$ cat src/source/sprite_pkg.sv
//----------------------------------------
// Sprite compositor shared definitions
// Widths, colour and config word types
//----------------------------------------
package sprite_pkg;

    //----------------------------------------
    // Widths and screen geometry
    //----------------------------------------
    localparam int COORD_W         = 9;                 // Covers 0..511
    localparam int PAL_IDX_W       = 4;
    localparam int PAL_DEPTH       = 1 << PAL_IDX_W;    // 16 palette entries
    localparam int CFG_ADDR_W      = 4;
    localparam int SCREEN_W        = 320;
    localparam int SCREEN_H        = 240;
    localparam int BKG_CELL_LOG2   = 3;                 // 8 pixel checker cell
    localparam int PAL_SPRITE_BASE = 2;                 // Entries 0 and 1 are background

    //----------------------------------------
    // Data types
    //----------------------------------------
    typedef struct packed {
        logic [7:0] r;
        logic [7:0] g;
        logic [7:0] b;
    } rgb_t;

    typedef struct packed {
        logic [5:0]         pad;                        // Keeps the word at 24 bits
        logic [COORD_W-1:0] x;
        logic [COORD_W-1:0] y;
    } sprite_pos_t;

    // Same 24 bits, meaning set by the write target
    typedef union packed {
        sprite_pos_t pos;
        rgb_t        rgb;
    } cfg_word_t;

    typedef enum logic [0:0] {
        CFG_POSITION = 1'b0,
        CFG_PALETTE  = 1'b1
    } cfg_target_e;

endpackage

$ cat src/source/pixel_stage_if.sv
//----------------------------------------
// Pixel link between pipeline stages
// Valid/ready handshake with coordinate
//----------------------------------------
`timescale 1ns/1ns

interface pixel_stage_if;

    logic                             valid;     // Driven by the source
    logic                             ready;     // Driven by the sink
    logic [sprite_pkg::COORD_W-1:0]   x;
    logic [sprite_pkg::COORD_W-1:0]   y;
    logic [sprite_pkg::PAL_IDX_W-1:0] pal_idx;   // Resolved object colour index

    modport src (
        output valid,
        output x,
        output y,
        output pal_idx,
        input  ready
    );

    modport dst (
        input  valid,
        input  x,
        input  y,
        input  pal_idx,
        output ready
    );

endinterface

$ cat src/source/config_decode.sv
//----------------------------------------
// Configuration write decoder
// Splits a write into position or palette
//----------------------------------------
`timescale 1ns/1ns

module config_decode #(
    parameter int SPRITE_NUM = 3
) (
    input  logic                                Clk,
    input  logic                                arst_n,
    input  logic                                cfg_valid,
    input  sprite_pkg::cfg_target_e             cfg_target,
    input  logic [sprite_pkg::CFG_ADDR_W-1:0]   cfg_addr,
    input  sprite_pkg::cfg_word_t               cfg_word,
    output logic                                pos_wr_en,
    output logic [sprite_pkg::CFG_ADDR_W-1:0]   pos_wr_id,
    output sprite_pkg::sprite_pos_t             pos_wr_pos,
    output logic                                pal_wr_en,
    output logic [sprite_pkg::PAL_IDX_W-1:0]    pal_wr_idx,
    output sprite_pkg::rgb_t                    pal_wr_rgb
);

    localparam int ADDR_W = sprite_pkg::CFG_ADDR_W;
    localparam logic [ADDR_W:0] SPRITE_LIMIT = (ADDR_W + 1)'(SPRITE_NUM);

    logic                       cfg_valid_q;
    sprite_pkg::cfg_target_e    target_q;
    logic [ADDR_W-1:0]          addr_q;
    sprite_pkg::cfg_word_t      word_q;
    logic                       sprite_ok;

    always_ff @(posedge Clk or negedge arst_n) begin
        if (!arst_n) begin
            cfg_valid_q <= 1'b0;
        end else begin
            cfg_valid_q <= cfg_valid;                    // One write per cycle
        end
    end

    always_ff @(posedge Clk) begin
        if (cfg_valid) begin
            target_q <= cfg_target;
            addr_q   <= cfg_addr;
            word_q   <= cfg_word;
        end
    end

    assign sprite_ok = {1'b0, addr_q} < SPRITE_LIMIT;    // Drop writes to missing sprites

    //----------------------------------------
    // Strobes and union decode
    //----------------------------------------
    assign pos_wr_en  = cfg_valid_q && (target_q == sprite_pkg::CFG_POSITION) && sprite_ok;
    assign pos_wr_id  = addr_q;
    assign pos_wr_pos = word_q.pos;

    assign pal_wr_en  = cfg_valid_q && (target_q == sprite_pkg::CFG_PALETTE);
    assign pal_wr_idx = addr_q;
    assign pal_wr_rgb = word_q.rgb;                      // Same bits read as a colour

endmodule

$ cat src/source/sprite_hit_stage.sv
//----------------------------------------
// Sprite hit stage
// Resolves the covering object per pixel
//----------------------------------------
`timescale 1ns/1ns

module sprite_hit_stage #(
    parameter int SPRITE_NUM  = 3,
    parameter int SPRITE_SIZE = 16
) (
    input  logic                                Clk,
    input  logic                                arst_n,
    input  logic                                in_valid,
    output logic                                in_ready,
    input  logic [sprite_pkg::COORD_W-1:0]      in_x,
    input  logic [sprite_pkg::COORD_W-1:0]      in_y,
    input  logic                                pos_wr_en,
    input  logic [sprite_pkg::CFG_ADDR_W-1:0]   pos_wr_id,
    input  sprite_pkg::sprite_pos_t             pos_wr_pos,
    pixel_stage_if.src                          out
);

    localparam int CW     = sprite_pkg::COORD_W;
    localparam int EXT_W  = CW + 1;                      // No wrap past 511
    localparam int IDX_W  = sprite_pkg::PAL_IDX_W;
    localparam int ADDR_W = sprite_pkg::CFG_ADDR_W;
    localparam int CELL   = sprite_pkg::BKG_CELL_LOG2;
    localparam logic [EXT_W-1:0] SIZE_EXT = EXT_W'(SPRITE_SIZE);

    logic [CW-1:0]          spr_x [SPRITE_NUM];
    logic [CW-1:0]          spr_y [SPRITE_NUM];
    logic                   a_valid;                     // Coordinate register stage
    logic [CW-1:0]          a_x;
    logic [CW-1:0]          a_y;
    logic                   a_ready;
    logic                   b_load;
    logic [SPRITE_NUM-1:0]  covers;
    logic [IDX_W-1:0]       hit_idx;

    //----------------------------------------
    // Sprite position registers
    //----------------------------------------
    always_ff @(posedge Clk or negedge arst_n) begin
        if (!arst_n) begin
            for (int i = 0; i < SPRITE_NUM; i++) begin
                spr_x[i] <= '1;                          // Parked off screen
                spr_y[i] <= '1;
            end
        end else begin
            for (int i = 0; i < SPRITE_NUM; i++) begin
                if (pos_wr_en && (pos_wr_id == ADDR_W'(i))) begin
                    spr_x[i] <= pos_wr_pos.x;
                    spr_y[i] <= pos_wr_pos.y;
                end
            end
        end
    end

    // Square from pos to pos+SIZE-1 on both axes
    for (genvar k = 0; k < SPRITE_NUM; k++) begin : g_cover
        assign covers[k] = ({1'b0, a_x} >= {1'b0, spr_x[k]}) &&
                           ({1'b0, a_x} <  ({1'b0, spr_x[k]} + SIZE_EXT)) &&
                           ({1'b0, a_y} >= {1'b0, spr_y[k]}) &&
                           ({1'b0, a_y} <  ({1'b0, spr_y[k]} + SIZE_EXT));
    end

    always_comb begin
        hit_idx = {{(IDX_W - 1){1'b0}}, a_x[CELL] ^ a_y[CELL]};   // Checker background
        for (int k = SPRITE_NUM - 1; k >= 0; k--) begin
            if (covers[k]) begin
                hit_idx = IDX_W'(k + sprite_pkg::PAL_SPRITE_BASE);  // Lowest number wins
            end
        end
    end

    //----------------------------------------
    // Two register pipeline
    //----------------------------------------
    assign b_load   = !out.valid || out.ready;
    assign a_ready  = !a_valid || b_load;
    assign in_ready = a_ready;

    always_ff @(posedge Clk or negedge arst_n) begin
        if (!arst_n) begin
            a_valid   <= 1'b0;
            out.valid <= 1'b0;
        end else begin
            if (a_ready) a_valid <= in_valid;
            if (b_load) out.valid <= a_valid;
        end
    end

    always_ff @(posedge Clk) begin
        if (in_valid && a_ready) begin
            a_x <= in_x;
            a_y <= in_y;
        end
        if (a_valid && b_load) begin
            out.x       <= a_x;
            out.y       <= a_y;
            out.pal_idx <= hit_idx;
        end
    end

endmodule

$ cat src/source/palette_stage.sv
//----------------------------------------
// Palette lookup stage
// 16-entry colour table, registered read
//----------------------------------------
`timescale 1ns/1ns

module palette_stage (
    input  logic                                Clk,
    input  logic                                arst_n,
    input  logic                                pal_wr_en,
    input  logic [sprite_pkg::PAL_IDX_W-1:0]    pal_wr_idx,
    input  sprite_pkg::rgb_t                    pal_wr_rgb,
    pixel_stage_if.dst                          in,
    pixel_stage_if.src                          out,
    output sprite_pkg::rgb_t                    stage_rgb
);

    sprite_pkg::rgb_t palette [sprite_pkg::PAL_DEPTH];

    //----------------------------------------
    // Palette storage
    //----------------------------------------
    always_ff @(posedge Clk or negedge arst_n) begin
        if (!arst_n) begin
            for (int i = 0; i < sprite_pkg::PAL_DEPTH; i++) begin
                palette[i] <= '0;                        // All black at start
            end
        end else if (pal_wr_en) begin
            palette[pal_wr_idx] <= pal_wr_rgb;
        end
    end

    //----------------------------------------
    // Lookup register
    //----------------------------------------
    assign in.ready = !out.valid || out.ready;           // Empty or draining

    always_ff @(posedge Clk or negedge arst_n) begin
        if (!arst_n) begin
            out.valid <= 1'b0;
        end else if (in.ready) begin
            out.valid <= in.valid;
        end
    end

    always_ff @(posedge Clk) begin
        if (in.valid && in.ready) begin
            out.x       <= in.x;
            out.y       <= in.y;
            stage_rgb   <= palette[in.pal_idx];          // Colour rides beside the link
        end
    end

endmodule

$ cat src/source/pixel_output_stage.sv
//----------------------------------------
// Pixel output buffer
// Two-entry FIFO absorbing back-pressure
//----------------------------------------
`timescale 1ns/1ns

module pixel_output_stage (
    input  logic                            Clk,
    input  logic                            arst_n,
    pixel_stage_if.dst                      in,
    input  sprite_pkg::rgb_t                in_rgb,
    output logic                            out_valid,
    input  logic                            out_ready,
    output logic [sprite_pkg::COORD_W-1:0]  out_x,
    output logic [sprite_pkg::COORD_W-1:0]  out_y,
    output sprite_pkg::rgb_t                out_rgb
);

    localparam int CW = sprite_pkg::COORD_W;

    logic [CW-1:0]      mem_x   [2];
    logic [CW-1:0]      mem_y   [2];
    sprite_pkg::rgb_t   mem_rgb [2];
    logic               wr_ptr;
    logic               rd_ptr;
    logic [1:0]         count;                           // 0, 1 or 2 entries
    logic               push;
    logic               pop;

    assign in.ready  = ~count[1];                        // Flop based, no path from out_ready
    assign out_valid = (count != 2'd0);
    assign push      = in.valid && in.ready;
    assign pop       = out_valid && out_ready;

    always_ff @(posedge Clk or negedge arst_n) begin
        if (!arst_n) begin
            wr_ptr <= 1'b0;
            rd_ptr <= 1'b0;
            count  <= 2'd0;
        end else begin
            if (push) wr_ptr <= ~wr_ptr;
            if (pop) rd_ptr <= ~rd_ptr;
            case ({push, pop})
                2'b10:   count <= count + 2'd1;
                2'b01:   count <= count - 2'd1;
                default: count <= count;                 // Idle or pass-through
            endcase
        end
    end

    always_ff @(posedge Clk) begin
        if (push) begin
            mem_x[wr_ptr]   <= in.x;
            mem_y[wr_ptr]   <= in.y;
            mem_rgb[wr_ptr] <= in_rgb;
        end
    end

    assign out_x   = mem_x[rd_ptr];
    assign out_y   = mem_y[rd_ptr];
    assign out_rgb = mem_rgb[rd_ptr];

endmodule

$ cat src/source/sprite_compositor_top.sv
//----------------------------------------
// Sprite pixel compositor top level
// Config path and three stage pixel chain
//----------------------------------------
`timescale 1ns/1ns

module sprite_compositor_top #(
    parameter int SPRITE_NUM  = 3,                       // 1 to 14 sprites
    parameter int SPRITE_SIZE = 16
) (
    input  logic                                Clk,
    input  logic                                arst_n,
    input  logic                                cfg_valid,
    input  sprite_pkg::cfg_target_e             cfg_target,
    input  logic [sprite_pkg::CFG_ADDR_W-1:0]   cfg_addr,
    input  sprite_pkg::cfg_word_t               cfg_word,
    input  logic                                in_valid,
    output logic                                in_ready,
    input  logic [sprite_pkg::COORD_W-1:0]      in_x,
    input  logic [sprite_pkg::COORD_W-1:0]      in_y,
    output logic                                out_valid,
    input  logic                                out_ready,
    output logic [sprite_pkg::COORD_W-1:0]      out_x,
    output logic [sprite_pkg::COORD_W-1:0]      out_y,
    output sprite_pkg::rgb_t                    out_rgb
);

    logic                               pos_wr_en;
    logic [sprite_pkg::CFG_ADDR_W-1:0]  pos_wr_id;
    sprite_pkg::sprite_pos_t            pos_wr_pos;
    logic                               pal_wr_en;
    logic [sprite_pkg::PAL_IDX_W-1:0]   pal_wr_idx;
    sprite_pkg::rgb_t                   pal_wr_rgb;
    sprite_pkg::rgb_t                   stage_rgb;

    pixel_stage_if hit_link ();                          // Hit stage to palette
    pixel_stage_if pal_link ();                          // Palette to output buffer

    //----------------------------------------
    // Configuration path
    //----------------------------------------
    config_decode #(
        .SPRITE_NUM (SPRITE_NUM)
    ) i_config_decode (
        .Clk, .arst_n, .cfg_valid, .cfg_target, .cfg_addr, .cfg_word,
        .pos_wr_en, .pos_wr_id, .pos_wr_pos,
        .pal_wr_en, .pal_wr_idx, .pal_wr_rgb
    );

    //----------------------------------------
    // Pixel pipeline
    //----------------------------------------
    sprite_hit_stage #(
        .SPRITE_NUM  (SPRITE_NUM),
        .SPRITE_SIZE (SPRITE_SIZE)
    ) i_sprite_hit_stage (
        .Clk, .arst_n, .in_valid, .in_ready, .in_x, .in_y,
        .pos_wr_en, .pos_wr_id, .pos_wr_pos,
        .out (hit_link.src)
    );

    palette_stage i_palette_stage (
        .Clk, .arst_n, .pal_wr_en, .pal_wr_idx, .pal_wr_rgb,
        .in        (hit_link.dst),
        .out       (pal_link.src),
        .stage_rgb (stage_rgb)
    );

    pixel_output_stage i_pixel_output_stage (
        .Clk, .arst_n,
        .in     (pal_link.dst),
        .in_rgb (stage_rgb),
        .out_valid, .out_ready, .out_x, .out_y, .out_rgb
    );

endmodule

$ cat config.mk
export PLATFORM = sky130hd
export DESIGN_NAME = sprite_compositor_top
export DESIGN_NICKNAME = d
export VERILOG_FILES = /design/src/source/sprite_pkg.sv /design/src/source/pixel_stage_if.sv /design/src/source/config_decode.sv /design/src/source/sprite_hit_stage.sv /design/src/source/palette_stage.sv /design/src/source/pixel_output_stage.sv /design/src/source/sprite_compositor_top.sv
export SDC_FILE = /design/constraint.sdc
export NUM_CORES = 1
export LEC_CHECK = 0
export BUFFER_PORTS_ARGS = -buffer_cell sky130_fd_sc_hd__buf_2
export CAP_MARGIN = 20
export CELL_PAD_IN_SITES_DETAIL_PLACEMENT = 1
export CELL_PAD_IN_SITES_GLOBAL_PLACEMENT = 1
export CORE_MARGIN = 5
export CORE_UTILIZATION = 49
export DETAILED_ROUTE_END_ITERATION = 7
export PLACE_DENSITY_LB_ADDON = 0.3
export SYNTH_ARGS = -nofsm -noshare
export SYNTH_HDL_FRONTEND = slang
export SYNTH_SLANG_ARGS = --single-unit
$ cat constraint.sdc
create_clock -name Clk -period 4.6 [get_ports Clk]
set_clock_uncertainty 0.15 [all_clocks]
set_input_delay 0.92 -clock Clk [delete_from_list [all_inputs] [get_ports Clk]]
set_output_delay 0.92 -clock Clk [all_outputs]
set_load 0.03 [all_outputs]
# After elaboration in Yosys (flattened, before gate mapping)
# Memory sizes are Yosys's and may differ from the RTL's.
# Cells that the tools add are included.
# totals
ff_bits	556
latchBits	0
mem_bits_rw	84
rom_bits	0
input_bits	52
wordCells	155
n_memories	3
# classes
add_sub_neg	8
multipliers	0
div	0
order_cmp	16
eq_ne	4
n_shift	0
muxes	11
n_bitwise	7
reduce_logical	31
# memory_table
memory	depth	width	rd	rd_clocked_by_memory_dff	write_ports	line	text
i_pixel_output_stage.mem_rgb	2	24	1	0	1	pixel_output_stage.sv:23	sprite_pkg::rgb_t mem_rgb [2];
i_pixel_output_stage.mem_x	2	9	1	0	1	pixel_output_stage.sv:21	logic [CW-1:0] mem_x [2];
i_pixel_output_stage.mem_y	2	9	1	0	1	pixel_output_stage.sv:22	logic [CW-1:0] mem_y [2];
# ops
op	count
bitwise mux 384 bit	1
binary-select mux 24 bit (select 4 bit)	1
demux 24 bit (select 4 bit)	1
two-way mux 24 bit	3
adder 9 x 5 -> 10 bit, second input constant	6
< comparator 9 x 10 -> 1 bit	6
>= comparator 9 bit	6
logical AND 1 bit	21
>= comparator 5 bit, second input constant	2
< comparator 5 x 1 -> 1 bit, second input constant	1
inverter 3 -> 5 bit	1
inverter 4 -> 5 bit	1
equality test 4 x 1 -> 1 bit, second input constant	1
equality test 4 x 2 -> 1 bit, second input constant	1
zero test 4 bit	1
< comparator 4 x 2 -> 1 bit, second input constant	1
inverter 1 bit	4
one-hot mux 2 bit (2 select lines)	1
nonzero test 2 bit	2
zero test 1 bit	3
logical OR 1 bit	3
two-way mux 1 bit	3
two-way mux 3 bit	1
adder 2 x 1 -> 2 bit, second input constant	1
5 further kinds	5

# Depth between registers and ports, before layout
# Gate-level depths: netlist of the first run.
# depth
depth_word	7
mapped_depth	11
depth_no_buf	11

# Cells and area by module
# Synthesis of the first run repeated with hierarchy kept, for this count alone.
# unflattened
cells_unflattened	1816
hier_area_um2	28922.7
# by_module_without_submodules
module	n_inst	cells_each	area_per_inst_um2
palette_stage	1	1111	18627.9
sprite_hit_stage	1	496	5774.3
pixel_output_stage	1	148	3393.3
config_decode	1	61	1127.3

# Worst setup path before layout of the first run
# Ideal clock, no wire load.
# synth_timing
path_type	register -> register
start	register i_palette_stage.out.valid
end	register i_palette_stage.out.x[0] (enable)
setup_time_ns	0.506
arrival_ns	3.505
required_ns	3.944
setup_slack_ns	0.440
path_stages_with_launch	2
path_cell_list	dfrtp_1 a21boi_0
# synth_via
elab_chain_len	3
# synth_rtl
element	line	text
from (decl)	pixel_stage_if.sv:16	output valid,
zero test 1 bit	palette_stage.sv:36	assign in.ready = !out.valid || out.ready;
logical OR 1 bit	palette_stage.sv:36	
logical AND 1 bit	palette_stage.sv:47	if (in.valid && in.ready) begin
to (decl)	pixel_stage_if.sv:17	output x,
# No other way between the ends.
# A chain may end at the register's enable or synchronous reset.

==> key figures, run 1 <==
Placement
  – RD Place Congestion: 0.808
  – PortBufs: 95
  – DP Wirelength: 28,000 um

STA
  – Total negative slack: 0 ns
  – RSZ-0062 raised after global routing: no
  – Setup violators final: 0
  – Relative slew margins: 0.319
  – Final Max Slew Viols: 0
  – Crit path time final: 3.29 ns
  – Slew @ Worst Pin: 1.02 ns
  – Tcrit/Tclk final: 0.716
  – Final Hold Viols: 0
  – FMAX: 304 MHz

Routing
  – DRT iter0 DRCs: 523
  – Routed Wire Length: 44,300 um
  – Router iterations before antenna repair: 4
  – Vias: 10,700
  – DRC viols: 0
  – Drt wl/cell: 23.3 um
  – Final ANT Viol Nets: 0
  – DR vias/cell: 5.63

Floorplan
  – Starting density of the core: 0.497
  – Die height: 211 um
  – Die W: 211 um
  – Top Ports: 96
  – Die area: 44,500 um2
  – Core box area: 39,800 um2
  – Site row count: 73

Pwr
  – Clock network power share: 0.269
  – Gate power share: 0.289
  – Maximum VDD drop: 0.297 mV
  – Reg power frac: 0.442
  – Int Pwr: 10.4 mW
  – Net Switching: 4.79 mW
  – Switch share: 0.315
  – Leakage: 9.37 nW
  – Pwr per Cell Area: 672 nW/um2
  – Overall power: 15.2 mW

Global routing
  – Vias in the first global route: 12,100
  – Global route overflow: 0
  – Antenna violations before repair: 0
  – Global-route wire length before repair: 70,900 um
  – Largest net degree at the start of global routing: 117
  – Total track usage: 0.205

Cells and area
  – Final Util: 0.569
  – Fill cells: 3,657
  – Register Area: 12,300 um2
  – Area of the multi-input gates: 7140 um2
  – Final antenna diode count: 0
  – Layout cells sized above 1: 0.455
  – P&R area growth vs syn: 14.5%
  – Final net count: 1,474

Hold path
  – Worst hold path class: register to register
  – Hold path depth: 0
  – Min-delay src: i_sprite_hit_stage.out.y[5]
  – Hold EP: i_palette_stage.out.y[5]

Worst setup path
  – Crit path DAT: 2.22 ns
  – Reg-to-reg setup timing slack: 1.61 ns
  – CP top delay family: flip-flops
  – Worst Path Class, Setup: register to output pin
  – Number of buffer and inverter stages on the critical path: 1
  – Worst reg2reg path depth: 9
  – Slowest stage delay, CP: 1.00 ns
  – Reg-to-reg startpoint: i_sprite_hit_stage.spr_y[13]
  – Crit-path slowest cell: dfrtp_2
  – Critical path depth: 2
  – Cell Chain, Critical Path: mux2_2 > buf_2
  – Max Fanout on Critical Path: 43
  – FF-to-FF End: i_sprite_hit_stage.out.pal_idx[2]
  – Crit end category: output pin
  – Worst endpoint required time: 3.53 ns
  – Worst setup SP type: register

Clock network
  – Sink Count: 448
  – CTS tree: built
  – Clk slew on worst S/H paths: 0.06 ns
  – Clk root buf: clkbuf_16
  – Post-CTS setup buffer count: 0
  – H-tree Lvls: 2
  – Cts hold-fix bufs: 0
  – Latest clock arrival within the worst-skew pair: 0.59 ns
  – CTS buffer count: 49
  – Max Buffers Root-to-Sink: 3
  – Post-cts repair resize count: 0

Outcome
  – Status: completed

Yosys
  – YS warnings: 0
  – Syn Nets: 1,368
  – Synthesized flop and latch total: 448
  – Post-synth EDFFs: 194
  – Top_reg_cell synth: dfrtp_1
  – Gate Count Post-Synth: 1,225
  – Mean area per synthesized cell: 16.2 um2
  – Ys async rst share: 0.567
  – Register area share after synthesis: 0.619
  – Cell Area, Synth: 19,800 um2
  – Post-synth cell types: 47

Flow run
  – Number of max-cap violations: 0
## cells by family after synthesis
kind of cell,Yosys count,synth area share
simple gates,92,0.0264
fa+ha+maj,91,0.0575
flops,448,0.619
compound gates,92,0.0310
mux,360,0.232
buf+inv,118,0.0234
xor+xnor,24,0.0106
## power by group through the flow
stage	logic (mW)	registers (mW)	clock network, mW
5_1_grt	4.82	6.90	4.38
4_1_cts	4.43	6.75	4.19
3_5_place_dp	4.37	6.81	0
3_3_place_gp	4.24	6.68	0
2_1_floorplan	3.33	6.39	0
6_report	4.40	6.73	4.09
## worst register-to-register path, stage by stage, from the launching register on
cell and delay [ns]:
dfstp_2 0.58, ha_1 0.20, nand3_1 0.12, xnor2_1 0.14, ha_1 0.21, or3_1 0.37
a211oi_1 0.38, o22ai_1 0.19, o31ai_1 0.32, nor2b_1 0.07
## cell usage after synthesis (6+ instances only)
| cell type | count | area share |
|---|---|---|
| o211ai_1 | 6 | 0.0023 |
| nand2b_1 | 6 | 0.0019 |
| o21ai_0 | 15 | 0.0038 |
| a211oi_1 | 9 | 0.0034 |
| edfxtp_1 | 194 | 0.29 |
| dfstp_2 | 54 | 0.072 |
| buf_2 | 16 | 0.0040 |
| inv_1 | 62 | 0.012 |
| dfrtp_1 | 200 | 0.25 |
| xnor2_1 | 22 | 0.0097 |
| nand2_1 | 13 | 0.0025 |
| mux2_2 | 312 | 0.18 |
| mux4_2 | 48 | 0.055 |
| o21a_1 | 7 | 0.0027 |
| ha_1 | 91 | 0.058 |
| a21oi_1 | 20 | 0.0051 |
| nor2_1 | 14 | 0.0027 |
| a21o_1 | 10 | 0.0038 |
| nor2b_1 | 9 | 0.0028 |
| nand4_1 | 7 | 0.0022 |
| clkbuf_1 | 36 | 0.0068 |
| nand3_1 | 16 | 0.0040 |
## registers in the layout, indices dropped and copies added (netlist names), 2 cells and up
signal / flops
i_palette_stage.palette: 192
i_pixel_output_stage.mem_rgb: 48
i_sprite_hit_stage.spr_x: 27
i_sprite_hit_stage.spr_y: 27
i_config_decode.pal_wr_rgb: 24
i_palette_stage.stage_rgb: 24
i_pixel_output_stage.mem_x: 18
i_pixel_output_stage.mem_y: 18
i_palette_stage.out.x: 9
i_palette_stage.out.y: 9
i_sprite_hit_stage.a_x: 9
i_sprite_hit_stage.a_y: 9
i_sprite_hit_stage.out.x: 9
i_sprite_hit_stage.out.y: 9
i_config_decode.pal_wr_idx: 4
i_sprite_hit_stage.out.pal_idx: 3
i_pixel_output_stage.count: 2
## worst max-delay path by stage
| stage | slack (ns) | startpoint | to |
|---|---|---|---|
| 3_5_place_dp | 1.67 | i_sprite_hit_stage.spr_y[13] | i_sprite_hit_stage.out.pal_idx[2] |
| 3_3_place_gp | 1.72 | i_sprite_hit_stage.spr_y[13] | i_sprite_hit_stage.out.pal_idx[2] |
| 5_1_grt | 1.18 | i_pixel_output_stage.rd_ptr | out_rgb[4] |
| 4_1_cts | 1.21 | i_pixel_output_stage.rd_ptr | out_rgb[4] |
| 6_report | 1.31 | i_pixel_output_stage.rd_ptr | out_rgb[11] |
| 2_1_floorplan | 0.44 | i_palette_stage.out.valid | i_palette_stage.out.x[0] |
## through the flow
step           setup slack (ns)  hold WS, ns  instances  area [um2]
2_1_floorplan             0.440        0.250       1225       19800
3_3_place_gp               1.72        0.251       1803       20900
3_5_place_dp               1.67        0.256       1803       20900
4_1_cts                    1.21        0.271       1895       22600
5_1_grt                    1.18        0.280       1897       22700
6_report                   1.31        0.272       1897       22700
## cell type report
type,count,area share
clock buffer,64,0.0611
inverter,62,0.0103
clock inverter,28,0.0150
multi-input combinational,659,0.315
tap,525,0.0290
sequential,448,0.541
timing repair buffer,111,0.0290
## routing by layer
layer | routed length (um) | vias up | track usage | share of wire
met5 | 0 | - | 0 | 0
met2 | 21900 | 183 | 0.338 | 0.49
li1 | - | 4798 | - | -
met3 | 1820 | 56 | 0.0337 | 0.041
met4 | 782 | 0 | 0.0510 | 0.018
met1 | 19800 | 5644 | 0.289 | 0.45
## layout by cell type, fill, tap and decap left out, types with 5 or more instances in the layout
| master | count |
|---|---|
| buf_2 | 94 |
| o21a_1 | 7 |
| a21o_1 | 10 |
| clkinv_2 | 8 |
| edfxtp_1 | 194 |
| dfrtp_1 | 199 |
| clkbuf_1 | 7 |
| nand2_1 | 10 |
| nor3_1 | 5 |
| a31oi_1 | 5 |
| nand2b_1 | 6 |
| buf_4 | 13 |
| nand3_1 | 16 |
| bufinv_16 | 6 |
| a211oi_1 | 9 |
| mux4_2 | 48 |
| o21ai_0 | 15 |
| clkbuf_8 | 6 |
| mux2_2 | 312 |
| nand4_1 | 7 |
| ha_1 | 91 |
| inv_1 | 62 |
| xnor2_1 | 22 |
| nor2_1 | 11 |
| nand2_2 | 6 |
| clkbuf_16 | 51 |
| o211ai_1 | 6 |
| nor2b_1 | 9 |
| dfstp_2 | 54 |
| a21oi_1 | 20 |
Note: power is estimated with default switching activity, not from simulation.
==> inputs of run 2 (changes only) <==
--- a/config.mk
+++ b/config.mk
@@ -10,7 +10,7 @@
 export CELL_PAD_IN_SITES_DETAIL_PLACEMENT = 1
 export CELL_PAD_IN_SITES_GLOBAL_PLACEMENT = 1
 export CORE_MARGIN = 5
-export CORE_UTILIZATION = 49
+export CORE_UTILIZATION = 47
 export DETAILED_ROUTE_END_ITERATION = 7
 export PLACE_DENSITY_LB_ADDON = 0.3
 export SYNTH_ARGS = -nofsm -noshare
==> constraint.sdc (replaced) <==
create_clock -name Clk -period 2.95 [get_ports Clk]
set_clock_uncertainty 0.15 [all_clocks]
set_input_delay 0.59 -clock Clk [delete_from_list [all_inputs] [get_ports Clk]]
set_output_delay 0.59 -clock Clk [all_outputs]
set_load 0.03 [all_outputs]
==> key figures, run 2 (synthesis gave the netlist of run 1 again) <==
Outcome
  – Status: completed

Pwr
  – Leakage: 9.48 nW
  – Net Switching: 7.55 mW
  – Maximum VDD drop: 0.528 mV
  – Gate power share: 0.304
  – Clock network power share: 0.257
  – Overall power: 23.7 mW
  – Switch share: 0.319
  – Pwr per Cell Area: 1030 nW/um2
  – Int Pwr: 16.2 mW
  – Reg power frac: 0.439

Cells and area
  – Most frequent cells in the layout: mux2_2, dfrtp_1, edfxtp_1
  – Max reg flops: 192
  – Layout Cells excl Fill: 1,933
  – Largest regs: i_palette_stage.palette: 192 flops, i_pixel_output_stage.mem_rgb: 48 flops
  – Final antenna diode count: 0
  – Reg with most FFs: i_palette_stage.palette
  – Fill cells: 3,862
  – Commonest non-fill, non-tap cell in the layout: mux2_2
  – Final instance area: 22,900 um2
  – P&R area growth vs syn: 15.8%
  – Layout cells sized above 1: 0.463
  – Final Util: 0.549
  – Final net count: 1,499

Global routing
  – Largest net degree at the start of global routing: 76
  – Global-route wire length before repair: 72,800 um
  – Global route overflow: 0
  – Vias in the first global route: 12,200
  – Antenna violations before repair: 0
  – Total track usage: 0.202

Floorplan
  – Core box area: 41,800 um2
  – Starting density of the core: 0.474
  – Die W: 215 um
  – Site row count: 75
  – Die area: 46,300 um2
  – Top Ports: 96
  – Die height: 215 um

STA
  – Final Max Slew Viols: 0
  – Final Hold Viols: 0
  – FMAX: 352 MHz
  – Worst hold slack: 0.0390 ns
  – Tcrit/Tclk final: 0.964
  – Total negative slack: 0 ns
  – Setup slack after layout: 0.106 ns
  – Relative slew margins: 0.548
  – Crit path time final: 2.84 ns
  – Slew @ Worst Pin: 0.677 ns
  – Setup violators final: 0

Clock network
  – CTS buffer count: 48
  – Sink Count: 448
  – Clk root buf: clkbuf_16
  – Clk slew on worst S/H paths: 0.06 ns
  – CTS tree: built
  – Max Buffers Root-to-Sink: 3
  – Latest clock arrival within the worst-skew pair: 0.58 ns
  – H-tree Lvls: 2

Routing
  – Routed Wire Length: 46,000 um
  – Drt wl/cell: 23.8 um
  – DR vias/cell: 5.60
  – Vias: 10,800
  – DRC viols: 0
  – Final ANT Viol Nets: 0
  – DRT iter0 DRCs: 543
  – Router iterations before antenna repair: 4

Placement
  – DP Wirelength: 29,700 um
  – PortBufs: 95
  – Cells after DPL: 1,837
  – RD Place Congestion: 0.798
  – Place WS: -0.0989 ns
  – Placed Area: 21,100 um2

Hold path
  – Worst hold path class: primary input to register

Flow run
  – Number of max-cap violations: 0

Worst setup path
  – Max Fanout on Critical Path: 5
  – Worst endpoint required time: 3.12 ns
  – Slowest stage delay, CP: 0.57 ns
  – Crit path DAT: 3.02 ns
  – Worst Path Class, Setup: register to register
  – Crit end category: register
  – Worst setup SP type: register
  – Cell Chain, Critical Path: nand3_2 > xnor2_2 > ha_1 > a21o_1 > a211oi_2 > a31oi_1 > nor4_4 > o32ai_2 > and2_1
  – Crit-path slowest cell: dfstp_2
-- run 2: cell type report --
class                      instances  area [um2]  area share
multi-input combinational        659        7230       0.316
timing repair buffer             137         906      0.0395
inverter                          62         233      0.0102
clock inverter                    14         146     0.00639
sequential                       448       12300       0.535
clock buffer                      74        1470      0.0643
tap                              539         674      0.0294
-- run 2: worst paths after layout --
| path | slack, ns | start | cells after the start | to |
|---|---|---|---|---|
| max in group asynchronous | 1.37 | arst_n | 3 | i_sprite_hit_stage.spr_y[10] |
| setup reg to reg | 0.11 | i_sprite_hit_stage.spr_x[6] | 9 | i_sprite_hit_stage.out.pal_idx[0] |
| hold / removal | 0.04 | in_y[7] | 1 | i_sprite_hit_stage.a_y[7] |
| min in group asynchronous | 0.44 | arst_n | 2 | i_config_decode.cfg_valid_q |
| setup / recovery | 0.11 | i_sprite_hit_stage.spr_x[6] | 9 | i_sprite_hit_stage.out.pal_idx[0] |
| hold reg to reg | 0.27 | i_sprite_hit_stage.out.y[7] | 0 | i_palette_stage.out.y[7] |
-- run 2: metal layers --
metal | vias to the layer above | GRT usage | part of all wire
met1 | 5752 | 0.270 | 0.44
met5 | - | 0 | 0
met3 | 61 | 0.0353 | 0.033
met2 | 162 | 0.347 | 0.50
met4 | 0 | 0.0457 | 0.019
li1 | 4853 | - | -
-- run 2: worst max-delay path, delay by kind of cell (launching register included) --
kind                       cells  cell delay [ns]
and+or+nand+nor                3             0.68
DFF                            1             0.57
xor gates and xnor gates       1             0.15
adders and majority gates      1             0.32
AOI/OAI and AO/OA              4             0.72
-- run 2: power by group through the flow --
| stage | Sequential [mW] | Clock (mW) | Combinational [mW] |
|---|---|---|---|
| finish | 10.4 | 6.09 | 7.20 |
| global route | 10.7 | 6.56 | 7.82 |
| CTS | 10.4 | 6.24 | 7.21 |
| detailed placement | 10.5 | 0 | 7.11 |
| global placement | 10.3 | 0 | 6.86 |
| floorplan | 9.94 | 0 | 5.20 |
-- run 2: what timing repair did --
item | CTS | global route
hold endpoints to repair | 61 | 0
pin swaps | 0 | 9
setup endpoints to repair | 2 | 3
setup buffers | 0 | 1
hold buffers | 7 | 0
gates resized for setup | 2 | 18
